$ cat src/logic/ebr_ram_config.svh
// Geometry of the tiled dual-port RAM, included by the package, the RTL and the testbench
`ifndef EBR_RAM_CONFIG_SVH
`define EBR_RAM_CONFIG_SVH

// Number of independent access ports
`define EBR_NUM_PORTS 2

// Full data word and byte lane width
`define EBR_DATA_WIDTH 32
`define EBR_BYTE_WIDTH 8

// One column slice per tile, two byte lanes wide
`define EBR_SLICE_WIDTH 16

// Words held by one tile
`define EBR_TILE_DEPTH 256

// Tile grid, columns split the word and rows split the address space
`define EBR_NUM_COLS 2
`define EBR_NUM_ROWS 4

// Total depth, equal to rows times tile depth
`define EBR_NUM_WORDS 1024

`endif
$ cat src/logic/ebr_ram_pkg.sv
// Shared types of the tiled dual-port RAM, referenced by scoped name from every RTL file
`include "ebr_ram_config.svh"

package ebr_ram_pkg;

  // Word address over the whole memory
  typedef logic [$clog2(`EBR_NUM_WORDS)-1:0] addr_t;

  // Full data word as seen on a port
  typedef logic [`EBR_DATA_WIDTH-1:0] data_t;

  // One enable per byte lane of a word
  typedef logic [`EBR_DATA_WIDTH/`EBR_BYTE_WIDTH-1:0] be_t;

  // Column slice stored in a single tile
  typedef logic [`EBR_SLICE_WIDTH-1:0] slice_t;

  // Byte lanes covered by one slice
  typedef logic [`EBR_SLICE_WIDTH/`EBR_BYTE_WIDTH-1:0] slice_be_t;

  // Word address local to one tile
  typedef logic [$clog2(`EBR_TILE_DEPTH)-1:0] tile_addr_t;

  // One-hot select of a tile row
  typedef logic [`EBR_NUM_ROWS-1:0] row_sel_t;

  // Request of one port
  // req marks a valid access in this cycle, we turns it into a write
  typedef struct packed {
    logic  req;
    logic  we;
    addr_t addr;
    data_t wdata;
    be_t   be;
  } port_req_t;

endpackage

$ cat src/logic/ebr_port_decode.sv
// Per-port address decoder that selects the tile row and tracks which row answers a read
`timescale 1ns/1ps
`include "ebr_ram_config.svh"

module ebr_port_decode (
  input  logic                    clk_i,
  input  logic                    rst_ni,
  input  ebr_ram_pkg::port_req_t  req_i,
  output ebr_ram_pkg::row_sel_t   row_en_o,
  output ebr_ram_pkg::tile_addr_t tile_addr_o,
  output ebr_ram_pkg::row_sel_t   rd_row_q_o
);

  // Upper address bits pick the row and lower bits address inside the tile
  localparam int unsigned row_bits   = $clog2(`EBR_NUM_ROWS);
  localparam int unsigned local_bits = $bits(ebr_ram_pkg::tile_addr_t);

  logic [row_bits-1:0]   row_idx;
  ebr_ram_pkg::row_sel_t row_onehot;
  ebr_ram_pkg::row_sel_t rd_row_q;
  logic                  rd_req;

  assign row_idx     = req_i.addr[local_bits +: row_bits];
  assign tile_addr_o = req_i.addr[local_bits-1:0];

  // Row index to one-hot
  always_comb begin
    row_onehot = '0;
    row_onehot[row_idx] = 1'b1;
  end

  // Only the addressed row sees the access
  assign row_en_o = req_i.req ? row_onehot : '0;

  // A read is a request without write strobe
  assign rd_req = req_i.req && !req_i.we;

  // Row of the read, lined up with the tile read register
  // Cleared when the cycle carried no read, so the output stage holds
  always_ff @(posedge clk_i or negedge rst_ni) begin
    if (!rst_ni) begin
      rd_row_q <= '0;
    end else begin
      rd_row_q <= rd_req ? row_onehot : '0;
    end
  end

  assign rd_row_q_o = rd_row_q;

  // A valid request carries a known write strobe and address
  property p_req_known;
    @(posedge clk_i) disable iff (!rst_ni)
      req_i.req |-> !$isunknown({req_i.we, req_i.addr});
  endproperty

  a_req_known : assert property (p_req_known)
    else $error("Request with unknown write strobe or address %0h", req_i.addr);

endmodule

$ cat config.mk
export PLATFORM = sky130hd
export DESIGN_NAME = ebr_port_decode
export DESIGN_NICKNAME = d
export VERILOG_FILES = /design/src/logic/ebr_ram_pkg.sv /design/src/logic/ebr_port_decode.sv
export VERILOG_INCLUDE_DIRS = /design/src /design/src/logic
export SDC_FILE = /design/constraint.sdc
export NUM_CORES = 1
export LEC_CHECK = 0
export BUFFER_PORTS_ARGS = -buffer_cell sky130_fd_sc_hd__buf_2
export CAP_MARGIN = 5
export CELL_PAD_IN_SITES_DETAIL_PLACEMENT = 0
export CELL_PAD_IN_SITES_GLOBAL_PLACEMENT = 1
export CORE_MARGIN = 8
export CORE_UTILIZATION = 11
export DETAILED_ROUTE_END_ITERATION = 12
export PLACE_DENSITY_LB_ADDON = 0.1
export SYNTH_ARGS = -nofsm -noshare
export SYNTH_HDL_FRONTEND = slang
export SYNTH_SLANG_ARGS = --single-unit
$ cat constraint.sdc
create_clock -name clk_i -period 1 [get_ports clk_i]
set_input_delay 0.1 -clock clk_i [delete_from_list [all_inputs] [get_ports clk_i]]
set_output_delay 0.1 -clock clk_i [all_outputs]
set_load 0.01 [all_outputs]
==> flow_summary.ini <==
[outcome]
status = completed

[yosys]
synth_nets = 70
ys_seq_area_share_pct = 40.8
ys_types = 8
netlist_area_um2 = 245
ys_warn_count = 0
synth.avg_cell_area_um2 = 12.3
synth_cells = 20
yosys_register_bits = 4

[finish]
layout_common_cells = buf_2, dfrtp_1, clkbuf_4
multi_input_area_um2 = 85.1
final_common_cell = buf_2
area_delta_synth_final_pct = 29.6
final_net_count = 81
n_fill_cell = 258
seqCellArea_um2 = 100
instances_no_fill = 57
antenna_cells = 0
drive_gt1_share_pct = 75.9
largest_reg_flops = 4

[cts]
clkSlewWorstSetupHoldPaths_ns = 0.04
cts_buffers = 3
cts-hold-fix-buffers = 1
clock_path_buffers = 2
cts-resized-gates = 0
cts.sinks = 4
htreeDepth = 1
cts_root_buf = clkbuf_4
cts_tree = built
postCtsSetupBuffers = 0

[floorplan]
initial_core_util_pct = 11.3
dieWidth_um = 63.2
core_um2 = 2170
boundaryPins = 66
die_h_um = 63.2
die-area_um2 = 4000
rows = 17

[global_routing]
grt_pass1_vias = 200
track_usage_pct = 3.28
grt_pass1_wl_um = 959
grt_max_degree = 9
antenna_found_initial = 0
grt_overflow = 0

[drt]
wl_per_cell_um = 11.7
drtIter0Drc = 1
dr.pass1.iters = 2
wl_um = 667
remaining_drc_errors = 0
ant_nets = 0
vias_per_cell = 3.14
route.vias.total = 179

[placement]
io_buffers = 13
gp_congestion = 0.583
placed_cells = 53
dp.final_hpwl_um = 530
pre_cts_ws_ns = 0.289

[sta]
holdWs_ns = 0.0756
relSlewSlack_pct = 86.5
finalCritPeriodShare_pct = 81.5
hold_viol = 0
rsz0062_at_grt = false
max_freq_mhz = 1230
tightestPinTransition_ns = 0.203
setup_ws_ns = 0.185
slew_violations = 0
setup_violations = 0
period_minus_slack_ns = 0.815
fin_tns_setup_ns = 0

[setup_path]
cp.depth = 1
start_kind = flip-flop
arrival_ns = 0.72
crit_required_ns = 0.90
slowest_delay_ns = 0.35
cp_slowest_cell = dfrtp_1
worst_setup_path_end_kind = output port
crit_family = flip-flops
critPathKind = reg2out
crit_fanout = 1
crit_chain = buf_2
worst-path-buf-inv = 1

[hold_path]
min_path_type = in2reg
holdPathStages = 2

[power]
p_leak_nw = 0.170
power.density_nw_per_um2 = 1310
ir_worst_vdd_mv = 0.268
cell_internal_pwr_w = 0.000328
power_switching_w = 0.0000886
swShare_pct = 21.3
power_frac_seq_pct = 40.2
pwr-share-comb_pct = 13.5
clockPowerShare_pct = 46.2

[job]
drv_cap = 0
## layer usage
layer | GRT usage, % | vias up | share of wire [%]
met4 | 2.51 | 0 | 0
li1 | - | 82 | -
met1 | 3.12 | 75 | 43
met3 | 4.24 | 0 | 23
met5 | 0 | - | 0
met2 | 3.46 | 22 | 35
## power by group through the flow
stage          clock, W  combinational [W]  sequential, W
6_report       0.000193          0.0000563       0.000168
2_1_floorplan         0          0.0000501       0.000172
3_3_place_gp          0          0.0000532       0.000170
3_5_place_dp          0          0.0000549       0.000170
4_1_cts        0.000207          0.0000583       0.000168
5_1_grt        0.000209          0.0000630       0.000168
## cells in the mapped netlist (all sizes together)
cell / number / area (µm²)
nor3b: 1 / 7.51
dfrtp: 4 / 100
and4bb: 2 / 25.0
and3b: 2 / 20.0
buf: 8 / 60.1
and4b: 1 / 10.0
nor4b: 1 / 15.0
and3: 1 / 7.51
## metrics by stage
stage | instance area (µm²) | total power [W] | utilization, %
3_3_place_gp | 285 | 0.000223 | 13.1
3_5_place_dp | 285 | 0.000225 | 13.1
5_1_grt | 318 | 0.000440 | 14.6
4_1_cts | 318 | 0.000433 | 14.6
2_1_floorplan | 245 | 0.000222 | -
6_report | 318 | 0.000417 | 14.6
## final cells by class
cell class | count | area share [%]
clock buffer | 3 | 7.09
multi-input combinational | 8 | 26.8
sequential | 4 | 31.5
tap | 28 | 11.0
timing repair buffer | 14 | 23.6
## worst paths after layout
check                      slack (ns)                      end                    start
setup / recovery                 0.18            rd_row_q_o[2]  rd_row_q_o[2]$_DFF_PN0_
hold / removal                   0.08  rd_row_q_o[0]$_DFF_PN0_                req_i[46]
max in group asynchronous        0.68  rd_row_q_o[1]$_DFF_PN0_                   rst_ni
min in group asynchronous        0.20  rd_row_q_o[3]$_DFF_PN0_                   rst_ni
## cells by family (layout without fill, tap and decap cells)
group / count (synthesis) / in the layout / share of synthesized area (%)
simple gates: 8 / 8 / 34.7
buf+inv: 8 / 17 / 24.5
flops: 4 / 4 / 40.8
Power figures use the tool's default switching activity.
