===== config.mk =====
export PLATFORM = sky130hd
export DESIGN_NAME = ebr_read_mux
export DESIGN_NICKNAME = d
export VERILOG_FILES = /design/src/logic/ebr_ram_pkg.sv /design/src/logic/ebr_read_mux.sv
export VERILOG_INCLUDE_DIRS = /design/src /design/src/logic
export SDC_FILE = /design/constraint.sdc
export NUM_CORES = 1
export LEC_CHECK = 0
export BUFFER_PORTS_ARGS = -buffer_cell sky130_fd_sc_hd__buf_2
export CAP_MARGIN = 20
export CORE_UTILIZATION = 40
export DETAILED_ROUTE_END_ITERATION = 16
export PLACE_DENSITY_LB_ADDON = 0.08
export SETUP_SLACK_MARGIN = 0.2
export SYNTH_ARGS = -nofsm -noshare
export SYNTH_HDL_FRONTEND = slang
export SYNTH_SLANG_ARGS = --single-unit

===== constraint.sdc =====
create_clock -name clk_i -period 1.65 [get_ports clk_i]
set_input_delay 0.2475 -clock clk_i [delete_from_list [all_inputs] [get_ports clk_i]]
set_output_delay 0.2475 -clock clk_i [all_outputs]
set_load 0.05 [all_outputs]

===== src/logic/ebr_ram_config.svh =====
// Geometry of the tiled dual-port RAM, included by the package, the RTL and the testbench
`ifndef EBR_RAM_CONFIG_SVH
`define EBR_RAM_CONFIG_SVH

// Number of independent access ports
`define EBR_NUM_PORTS 2

// Full data word and byte lane width
`define EBR_DATA_WIDTH 32
`define EBR_BYTE_WIDTH 8

// One column slice per tile, two byte lanes wide
`define EBR_SLICE_WIDTH 16

// Words held by one tile
`define EBR_TILE_DEPTH 256

// Tile grid, columns split the word and rows split the address space
`define EBR_NUM_COLS 2
`define EBR_NUM_ROWS 4

// Total depth, equal to rows times tile depth
`define EBR_NUM_WORDS 1024

`endif

===== src/logic/ebr_ram_pkg.sv =====
// Shared types of the tiled dual-port RAM, referenced by scoped name from every RTL file
`include "ebr_ram_config.svh"

package ebr_ram_pkg;

  // Word address over the whole memory
  typedef logic [$clog2(`EBR_NUM_WORDS)-1:0] addr_t;

  // Full data word as seen on a port
  typedef logic [`EBR_DATA_WIDTH-1:0] data_t;

  // One enable per byte lane of a word
  typedef logic [`EBR_DATA_WIDTH/`EBR_BYTE_WIDTH-1:0] be_t;

  // Column slice stored in a single tile
  typedef logic [`EBR_SLICE_WIDTH-1:0] slice_t;

  // Byte lanes covered by one slice
  typedef logic [`EBR_SLICE_WIDTH/`EBR_BYTE_WIDTH-1:0] slice_be_t;

  // Word address local to one tile
  typedef logic [$clog2(`EBR_TILE_DEPTH)-1:0] tile_addr_t;

  // One-hot select of a tile row
  typedef logic [`EBR_NUM_ROWS-1:0] row_sel_t;

  // Request of one port
  // req marks a valid access in this cycle, we turns it into a write
  typedef struct packed {
    logic  req;
    logic  we;
    addr_t addr;
    data_t wdata;
    be_t   be;
  } port_req_t;

endpackage


===== src/logic/ebr_read_mux.sv =====
// Per-port output stage, joins the answering row's slices and holds the last read word
`timescale 1ns/1ps
`include "ebr_ram_config.svh"

module ebr_read_mux (
  input  logic                  clk_i,
  input  logic                  rst_ni,
  input  ebr_ram_pkg::row_sel_t rd_row_q_i,
  input  ebr_ram_pkg::slice_t   row_slices_i [`EBR_NUM_ROWS][`EBR_NUM_COLS],
  output ebr_ram_pkg::data_t    rdata_o
);

  ebr_ram_pkg::data_t sel_word;
  ebr_ram_pkg::data_t rdata_q;

  // AND-OR select over the rows
  // Columns are placed side by side, column 0 in the low bits
  always_comb begin
    sel_word = '0;
    for (int r = 0; r < `EBR_NUM_ROWS; r++) begin
      for (int c = 0; c < `EBR_NUM_COLS; c++) begin
        if (rd_row_q_i[r]) begin
          sel_word[c*`EBR_SLICE_WIDTH +: `EBR_SLICE_WIDTH] =
            sel_word[c*`EBR_SLICE_WIDTH +: `EBR_SLICE_WIDTH] | row_slices_i[r][c];
        end
      end
    end
  end

  // Load on a pending read only
  // writes and idle cycles keep the previous word
  always_ff @(posedge clk_i or negedge rst_ni) begin
    if (!rst_ni) begin
      rdata_q <= '0;
    end else if (|rd_row_q_i) begin
      rdata_q <= sel_word;
    end
  end

  assign rdata_o = rdata_q;

  // The decoder never flags more than one answering row
  a_row_onehot0 : assert property (@(posedge clk_i) disable iff (!rst_ni)
    $onehot0(rd_row_q_i))
    else $error("Read row select %b is not one-hot", rd_row_q_i);

endmodule


==> results of run 1 <==
==> logic make-up (layout without fill, tap and decap cells) <==
| logic type | count (synthesis) | after routing |
|---|---|---|
| flops | 32 | 32 |
| compound gates | 96 | 96 |
| simple gates | 33 | 33 |
| buf+inv | 23 | 179 |
==> metal layers <==
layer	GRT usage (%)	share of wire, %	vias to the layer above
met4	6.89	1.1	0
met5	0	0	-
met3	4.94	6.9	6
met2	44.7	51	103
met1	28.1	41	976
li1	-	-	1037
==> synthesized netlist by cell type <==
| cell | count | area [um2] |
|---|---|---|
| or4_4 | 1 | 11.3 |
| nor2_2 | 9 | 56.3 |
| a31oi_2 | 9 | 113 |
| dfrtp_1 | 32 | 801 |
| buf_2 | 1 | 5.00 |
| a22oi_1 | 64 | 480 |
| a31oi_1 | 23 | 144 |
| nor2_1 | 23 | 86.3 |
| clkbuf_1 | 15 | 56.3 |
| buf_6 | 7 | 78.8 |
==> final timing paths <==
check / start / end / cells after the start
max in group asynchronous: rst_ni / rdata_o[6] / 1
worst min register to register: rdata_o[6] / rdata_o[6] / 2
worst max register to register: rdata_o[31] / rdata_o[31] / 2
min in group clk_i: row_slices_i[29] / rdata_o[13] / 3
worst max-delay path: rdata_o[31] / rdata_o[31] / 1
worst min-delay path: rst_ni / rdata_o[21] / 1
==> worst register-to-register path: cells and delay by family, from the launching register on <==
family          cells  cell delay (ns)
flops               1             0.40
simple gates        1             0.12
compound gates      1             0.04
==> layout make-up <==
type	instances	area, um2
Fill cell	409	1650
Multi-Input combinational cell	129	891
Timing Repair Buffer	171	883
Sequential cell	32	801
Clock buffer	8	90.1
Tap cell	52	65.1
==> report_power, final <==
part	switching [mW]	internal, mW
clock network	0.263	0.340
registers	0.0416	0.861
logic	0.498	0.269
total	0.802	1.47
==> results.json, run 1 <==
{
  "status": "completed",
  "clk_pin_slew_ns": 0.06,
  "dp_cells": 384,
  "core_um2": 4380,
  "syn-instance-count": 184,
  "clock_sinks": 32,
  "fmax_mhz": 854,
  "synthXorXnorAreaFrac_pct": 0,
  "tightest_slew_ns": 0.733,
  "synthesis.area_um2": 1830,
  "ys_ff_latch": 32,
  "power_density_nw_per_um2": 832,
  "finalSetupViolCount": 0,
  "hold_class": "in -> async",
  "routabilityCongestion": 0.765,
  "cts_buffer_depth": 2,
  "ioPinCount": 166,
  "rsz0062_at_grt": "false",
  "drt_iter0_drc": 115,
  "drt_wl_total_um": 5760,
  "port_buffers": 165,
  "final_common_cell": "buf_2",
  "crit_path_cell_trace": "buf_2",
  "cp_max_fo": 2,
  "die_area_um2": 4850,
  "cts_resized": 0,
  "r2r_setup_slack_ns": 0.96,
  "path_buf_inv": 1,
  "dp_hpwl_um": 4100,
  "setup_tns_ns": 0,
  "nets": 473,
  "post_dp_cell_area_um2": 2640,
  "viasPerCell": 5.41,
  "fin_worst_skew_ns": 0,
  "die_x_um": 69.7,
  "ant_nets": 0,
  "max-cap-violations": 0,
  "initial_core_util_pct": 41.8,
  "final_layout_size_suffix_gt1_share_pct": 57.6,
  "drtPass1Iterations": 4,
  "grt_max_degree": 55,
  "layout_common_cells": "165 x buf_2, 64 x a22oi_1, 32 x dfrtp_1",
  "finalHoldViolations": 0,
  "synth_fa_ha_area_share_pct": 0,
  "antennaDiodeCount": 0,
  "drcViolationCount": 0,
  "synth_mux_area_share_pct": 0,
  "worstSkewPairLatency_ns": 0.27,
  "grt_use_total_pct": 24.2,
  "required_ns": 1.40,
  "synth_simple_gate_area_share_pct": 8.40,
  "tritoncts": "done",
  "finalCriticalPeriod_ns": 1.17,
  "synth_compound_area_share_pct": 40.2,
  "htreeDepth": 2,
  "place_ws_ns": 0.218,
  "worst_path_largest_cell_delay_ns": 0.38,
  "synth_top_family_by_area": "compound AO/OA/AOI/OAI gates",
  "start_kind": "register",
  "grt.overflow.total": 0,
  "p_leak_nw": 1.31,
  "antenna_found_initial": 0,
  "grt_first_pass_wirelength_um": 9520,
  "clock-root-buffer": "clkbuf_8",
  "ys_seq_area_share_pct": 43.7,
  "cp_top_family": "flip-flops",
  "vdd_drop_max_uv": 423,
  "slew_headroom_pct": 51.1,
  "critPathCaptureType": "output pin",
  "post-route-period-util_pct": 71.0,
  "synthesis.nets": 318,
  "vias": 2122,
  "cts_hold_buffers": 0,
  "worst_slack_ns": 0.479,
  "criticalPathCategory": "reg -> out",
  "cts_buffers": 5,
  "synth_cell_types": 10,
  "grt_pass1_vias": 2099,
  "crit_arrival_ns": 0.92,
  "die_h_um": 69.7,
  "post_drt_wl_per_cell_um": 14.7,
  "drv_slew": 0,
  "cts_setup_buffers": 0,
  "whs_ns": 0.0337,
  "largest_reg_flops": 32,
  "final_cells": 392,
  "fin_util_pct": 62.3,
  "crit_slowest_cell": "dfrtp_1",
  "area_growth_pct": 49.0,
  "total_power_mw": 2.27,
  "num_rows": 24,
  "postSynthAreaPerCell_um2": 9.96,
  "yosysWarningCount": 0,
  "fin_area_um2": 2730
}
Note: power is estimated with default switching activity, not from simulation.
==> run 2, diff against run 1 <==
CORE_UTILIZATION = 37   (was 40)
clock period = 1.2 ns   (was 1.65 ns; I/O delays follow)
==> results.json, run 2 (synthesis results as in run 1) <==
{
  "status": "completed",
  "fmax_mhz": 925,
  "fin_worst_skew_ns": 0,
  "initial_core_util_pct": 38.5,
  "vdd_drop_max_uv": 703,
  "fin_util_pct": 65.8,
  "grt_use_total_pct": 23.5,
  "hold_class": "in -> reg",
  "routed.top_layer": "met4",
  "clock_sinks": 32,
  "tritoncts": "done",
  "grt_max_degree": 36,
  "required_ns": 1.35,
  "crit_arrival_ns": 1.23,
  "final_common_cell": "buf_2",
  "place_ws_ns": -0.168,
  "clk_pin_slew_ns": 0.06,
  "max-cap-violations": 0,
  "htreeDepth": 2,
  "die_area_um2": 5240,
  "vias": 2179,
  "finalSetupViolCount": 0,
  "drt_wl_total_um": 5960,
  "start_kind": "input pin",
  "largest_reg_flops": 32,
  "drtPass1Iterations": 4,
  "dp_hpwl_um": 4220,
  "post-route-period-util_pct": 90.1,
  "layout_common_cells": "133 x buf_2, 64 x a22oi_1, 32 x buf_6, 32 x dfrtp_1, 24 x buf_4",
  "criticalPathCategory": "in -> reg",
  "die_h_um": 72.4,
  "antenna_found_initial": 0,
  "core_um2": 4750,
  "route.met3.wl_um": 351,
  "fillers": 444,
  "ant_nets": 0,
  "cts_buffer_depth": 2,
  "rsz0062_at_grt": "true",
  "setup_tns_ns": 0,
  "nets": 494,
  "cts_buffers": 5,
  "critPathCaptureType": "register",
  "die_x_um": 72.4,
  "routabilityCongestion": 0.703,
  "tightest_slew_ns": 0.359,
  "area_growth_pct": 70.7,
  "grt_first_pass_wirelength_um": 9550,
  "finalHoldViolations": 0,
  "slew_headroom_pct": 76.1,
  "dr_wl_met2_um": 3070,
  "grt.overflow.total": 0,
  "worst_slack_ns": 0.119,
  "power_density_nw_per_um2": 1080,
  "grt_pass1_vias": 2160,
  "post_drt_wl_per_cell_um": 13.9,
  "worstSkewPairLatency_ns": 0.27,
  "drt_iter0_drc": 93,
  "antennaDiodeCount": 0,
  "total_power_mw": 3.38,
  "drcViolationCount": 0,
  "clock-root-buffer": "clkbuf_8",
  "finalCriticalPeriod_ns": 1.08,
  "port_buffers": 165,
  "wl_met1_um": 2460,
  "num_rows": 25,
  "cp_max_fo": 29,
  "viasPerCell": 5.09,
  "drv_slew": 0,
  "p_leak_nw": 1.50,
  "ioPinCount": 166,
  "final_layout_size_suffix_gt1_share_pct": 59.8
}
## run 2: path summary, 6_finish.rpt
| kind | depth (start not counted) | slack, ns | endpoint | start |
|---|---|---|---|---|
| max in group asynchronous | 3 | 0.37 | rdata_o[15] | rst_ni |
| setup reg to reg | 4 | 0.26 | rdata_o[27] | rdata_o[27] |
| hold reg to reg | 2 | 0.57 | rdata_o[19] | rdata_o[19] |
| min in group asynchronous | 2 | 0.32 | rdata_o[22] | rst_ni |
| setup / recovery | 5 | 0.12 | rdata_o[15] | rd_row_q_i[0] |
| hold / removal | 3 | 0.22 | rdata_o[10] | row_slices_i[90] |
## run 2: worst max-delay path: stages
cell     delay, ns
buf_2         0.10
or4_4         0.57
buf_12        0.20
nor2_1        0.12
a31oi_1       0.05
## run 2: final cells by class
cell class	count	area (um2)	area share, %
repair buffers	192	1260	40.2
multi-input cells	129	896	28.7
flip-flops and latches	32	801	25.6
clock buffers	8	90.1	2.88
well taps	67	83.8	2.68
## run 2: routing by layer
metal	GRT usage, %	vias to the layer above
met5	0	-
met4	8.71	0
met3	5.42	6
met2	42.1	95
met1	27.2	1000
li1	-	1078
## run 2: repair_timing
item / CTS / global route
buffers inserted: 10 / 8
gates cloned: 0 / 0
setup endpoints to repair: 64 / 64
resized for setup: 64 / 0
hold endpoints to repair: 12 / 0
hold buffers: 1 / 0
## run 2: power breakdown
part | internal, mW | switching [mW]
registers | 1.19 | 0.0758
clock network | 0.467 | 0.360
logic | 0.576 | 0.716
total | 2.23 | 1.15
## run 2: metrics by stage
step | cells | cell area, um2 | hold slack (ns)
floorplan | 184 | 1860 | -0.116
global placement | 401 | 2690 | 0.0926
detailed placement | 401 | 2690 | 0.0922
CTS | 420 | 3070 | 0.212
global route | 428 | 3130 | 0.227
finish | 428 | 3130 | 0.223
==> run 3, diff against run 2 <==
clock period = 1.15 ns   (was 1.2 ns; I/O delays follow)
==> results.json, run 3 (synthesis results as in run 1) <==
{
  "post-route-period-util_pct": 93.5,
  "antennaDiodeCount": 0,
  "path_buf_inv": 2,
  "status": "completed",
  "area_growth_pct": 69.7,
  "drt_wl_total_um": 6110,
  "fin_util_pct": 65.4,
  "post_dp_cell_area_um2": 2700,
  "worstSkewPairLatency_ns": 0.27,
  "p_int_mw": 2.32,
  "worst_slack_ns": 0.0749,
  "tritoncts": "done",
  "criticalPathCategory": "in -> reg",
  "die_h_um": 72.4,
  "p_clk_share_pct": 24.6,
  "initial_core_util_pct": 38.5,
  "p_leak_nw": 1.48,
  "htreeDepth": 2,
  "hold_class": "in -> reg",
  "largest_reg_flops": 32,
  "finalCriticalPeriod_ns": 1.08,
  "post_drt_wl_per_cell_um": 14.4,
  "vdd_drop_max_uv": 491,
  "crit_slowest_cell": "or4_4",
  "grt_use_total_pct": 23.6,
  "nets": 490,
  "p_switching_mw": 1.21,
  "final_layout_size_suffix_gt1_share_pct": 59.4,
  "grt_max_degree": 36,
  "cp_max_fo": 29,
  "finalHoldViolations": 0,
  "worst_path_largest_cell_delay_ns": 0.57,
  "crit_arrival_ns": 1.22,
  "drtPass1Iterations": 5,
  "fin_worst_skew_ns": 0,
  "pwr-share-comb_pct": 38.0,
  "slew_headroom_pct": 75.1,
  "clk_pin_slew_ns": 0.06,
  "clock-root-buffer": "clkbuf_8",
  "tightest_slew_ns": 0.374,
  "antenna_found_initial": 0,
  "vias": 2213,
  "cts_buffers": 5,
  "dp_cells": 400,
  "die_x_um": 72.4,
  "max-cap-violations": 0,
  "fin_area_um2": 3110,
  "cp_top_family": "simple AND/OR/NAND/NOR gates",
  "ant_nets": 0,
  "grt_first_pass_wirelength_um": 9580,
  "cts_buffer_depth": 2,
  "fmax_mhz": 930,
  "drcViolationCount": 0,
  "power_density_nw_per_um2": 1130,
  "place_ws_ns": -0.200,
  "ioPinCount": 166,
  "routabilityCongestion": 0.700,
  "core_um2": 4750,
  "viasPerCell": 5.22,
  "dp_hpwl_um": 4310,
  "fillers": 435,
  "critPathCaptureType": "register",
  "final_common_cell": "buf_2",
  "clock_sinks": 32,
  "crit_path_cell_trace": "buf_2 > or4_4 > buf_12 > nor2_2 > a31oi_2",
  "final_cells": 424,
  "start_kind": "input pin",
  "seqPwrFrac_pct": 37.4,
  "rsz0062_at_grt": "true",
  "layout_common_cells": "133 x buf_2, 64 x a22oi_1, 32 x buf_6, 32 x dfrtp_1",
  "grt_pass1_vias": 2030,
  "port_buffers": 165,
  "drv_slew": 0,
  "finalSetupViolCount": 0,
  "grt.overflow.total": 0,
  "drt_iter0_drc": 145,
  "p_sw_share_pct": 34.3,
  "die_area_um2": 5240,
  "required_ns": 1.29,
  "num_rows": 25
}
==> run 3: cell count changes in the layout (fill, tap and decap cells not counted), sizes merged <==
cell,before,now
buf,191,187
==> run 3: path summary, 6_finish.rpt <==
check	startpoint	endpoint	slack, ns	depth (start not counted)
worst max-delay path	rd_row_q_i[0]	rdata_o[25]	0.07	5
worst min-delay path	row_slices_i[83]	rdata_o[3]	0.22	3
worst max register to register	rdata_o[23]	rdata_o[23]	0.21	4
worst min register to register	rdata_o[19]	rdata_o[19]	0.57	2
max in group asynchronous	rst_ni	rdata_o[24]	0.38	3
min in group asynchronous	rst_ni	rdata_o[22]	0.36	2
==> run 3: cell type report <==
type / count / area (um2) / share of cell area, %
flip-flops and latches: 32 / 801 / 25.8
multi-input cells: 129 / 896 / 28.8
well taps: 67 / 83.8 / 2.70
repair buffers: 188 / 1240 / 39.8
clock buffers: 8 / 90.1 / 2.90
==> run 3: tightest hold or removal path: stages <==
cell	delay, ns
buf_2	0.08
a22oi_1	0.05
a31oi_1	0.15
==> run 3: per-layer routing <==
metal	routed length, um	up-vias	track usage, %	part of all wire, %
met5	0	-	0	0
met4	56	0	6.10	0.92
met3	373	4	6.25	6.1
met2	3090	107	42.0	51
met1	2590	1031	28.3	42
li1	-	1071	-	-
==> run 3: power by group through the flow <==
stage	combinational (mW)	clock, mW	sequential, mW
after global routing	1.42	0.951	1.33
after CTS	1.32	0.891	1.32
final	1.34	0.868	1.32
after detailed placement	1.13	0	1.32
after floorplan	0.303	0	1.71
after global placement	1.11	0	1.32
==> run 3: repair_timing <==
item                                    CTS  global route
hold buffers                              1             0
endpoints found under the hold margin    14             0
cloned                                    0             0
gates resized for setup                  64             0
endpoints found under the setup margin   64            64
setup buffers                            11             4
==> run 3: stage by stage <==
step	power [mW]	hold slack [ns]	TNS (ns)
floorplan	2.01	-0.123	-5.76
global placement	2.43	0.108	-5.28
global route	3.70	0.211	0
detailed placement	2.44	0.105	-5.70
finish	3.52	0.216	0
CTS	3.53	0.206	0
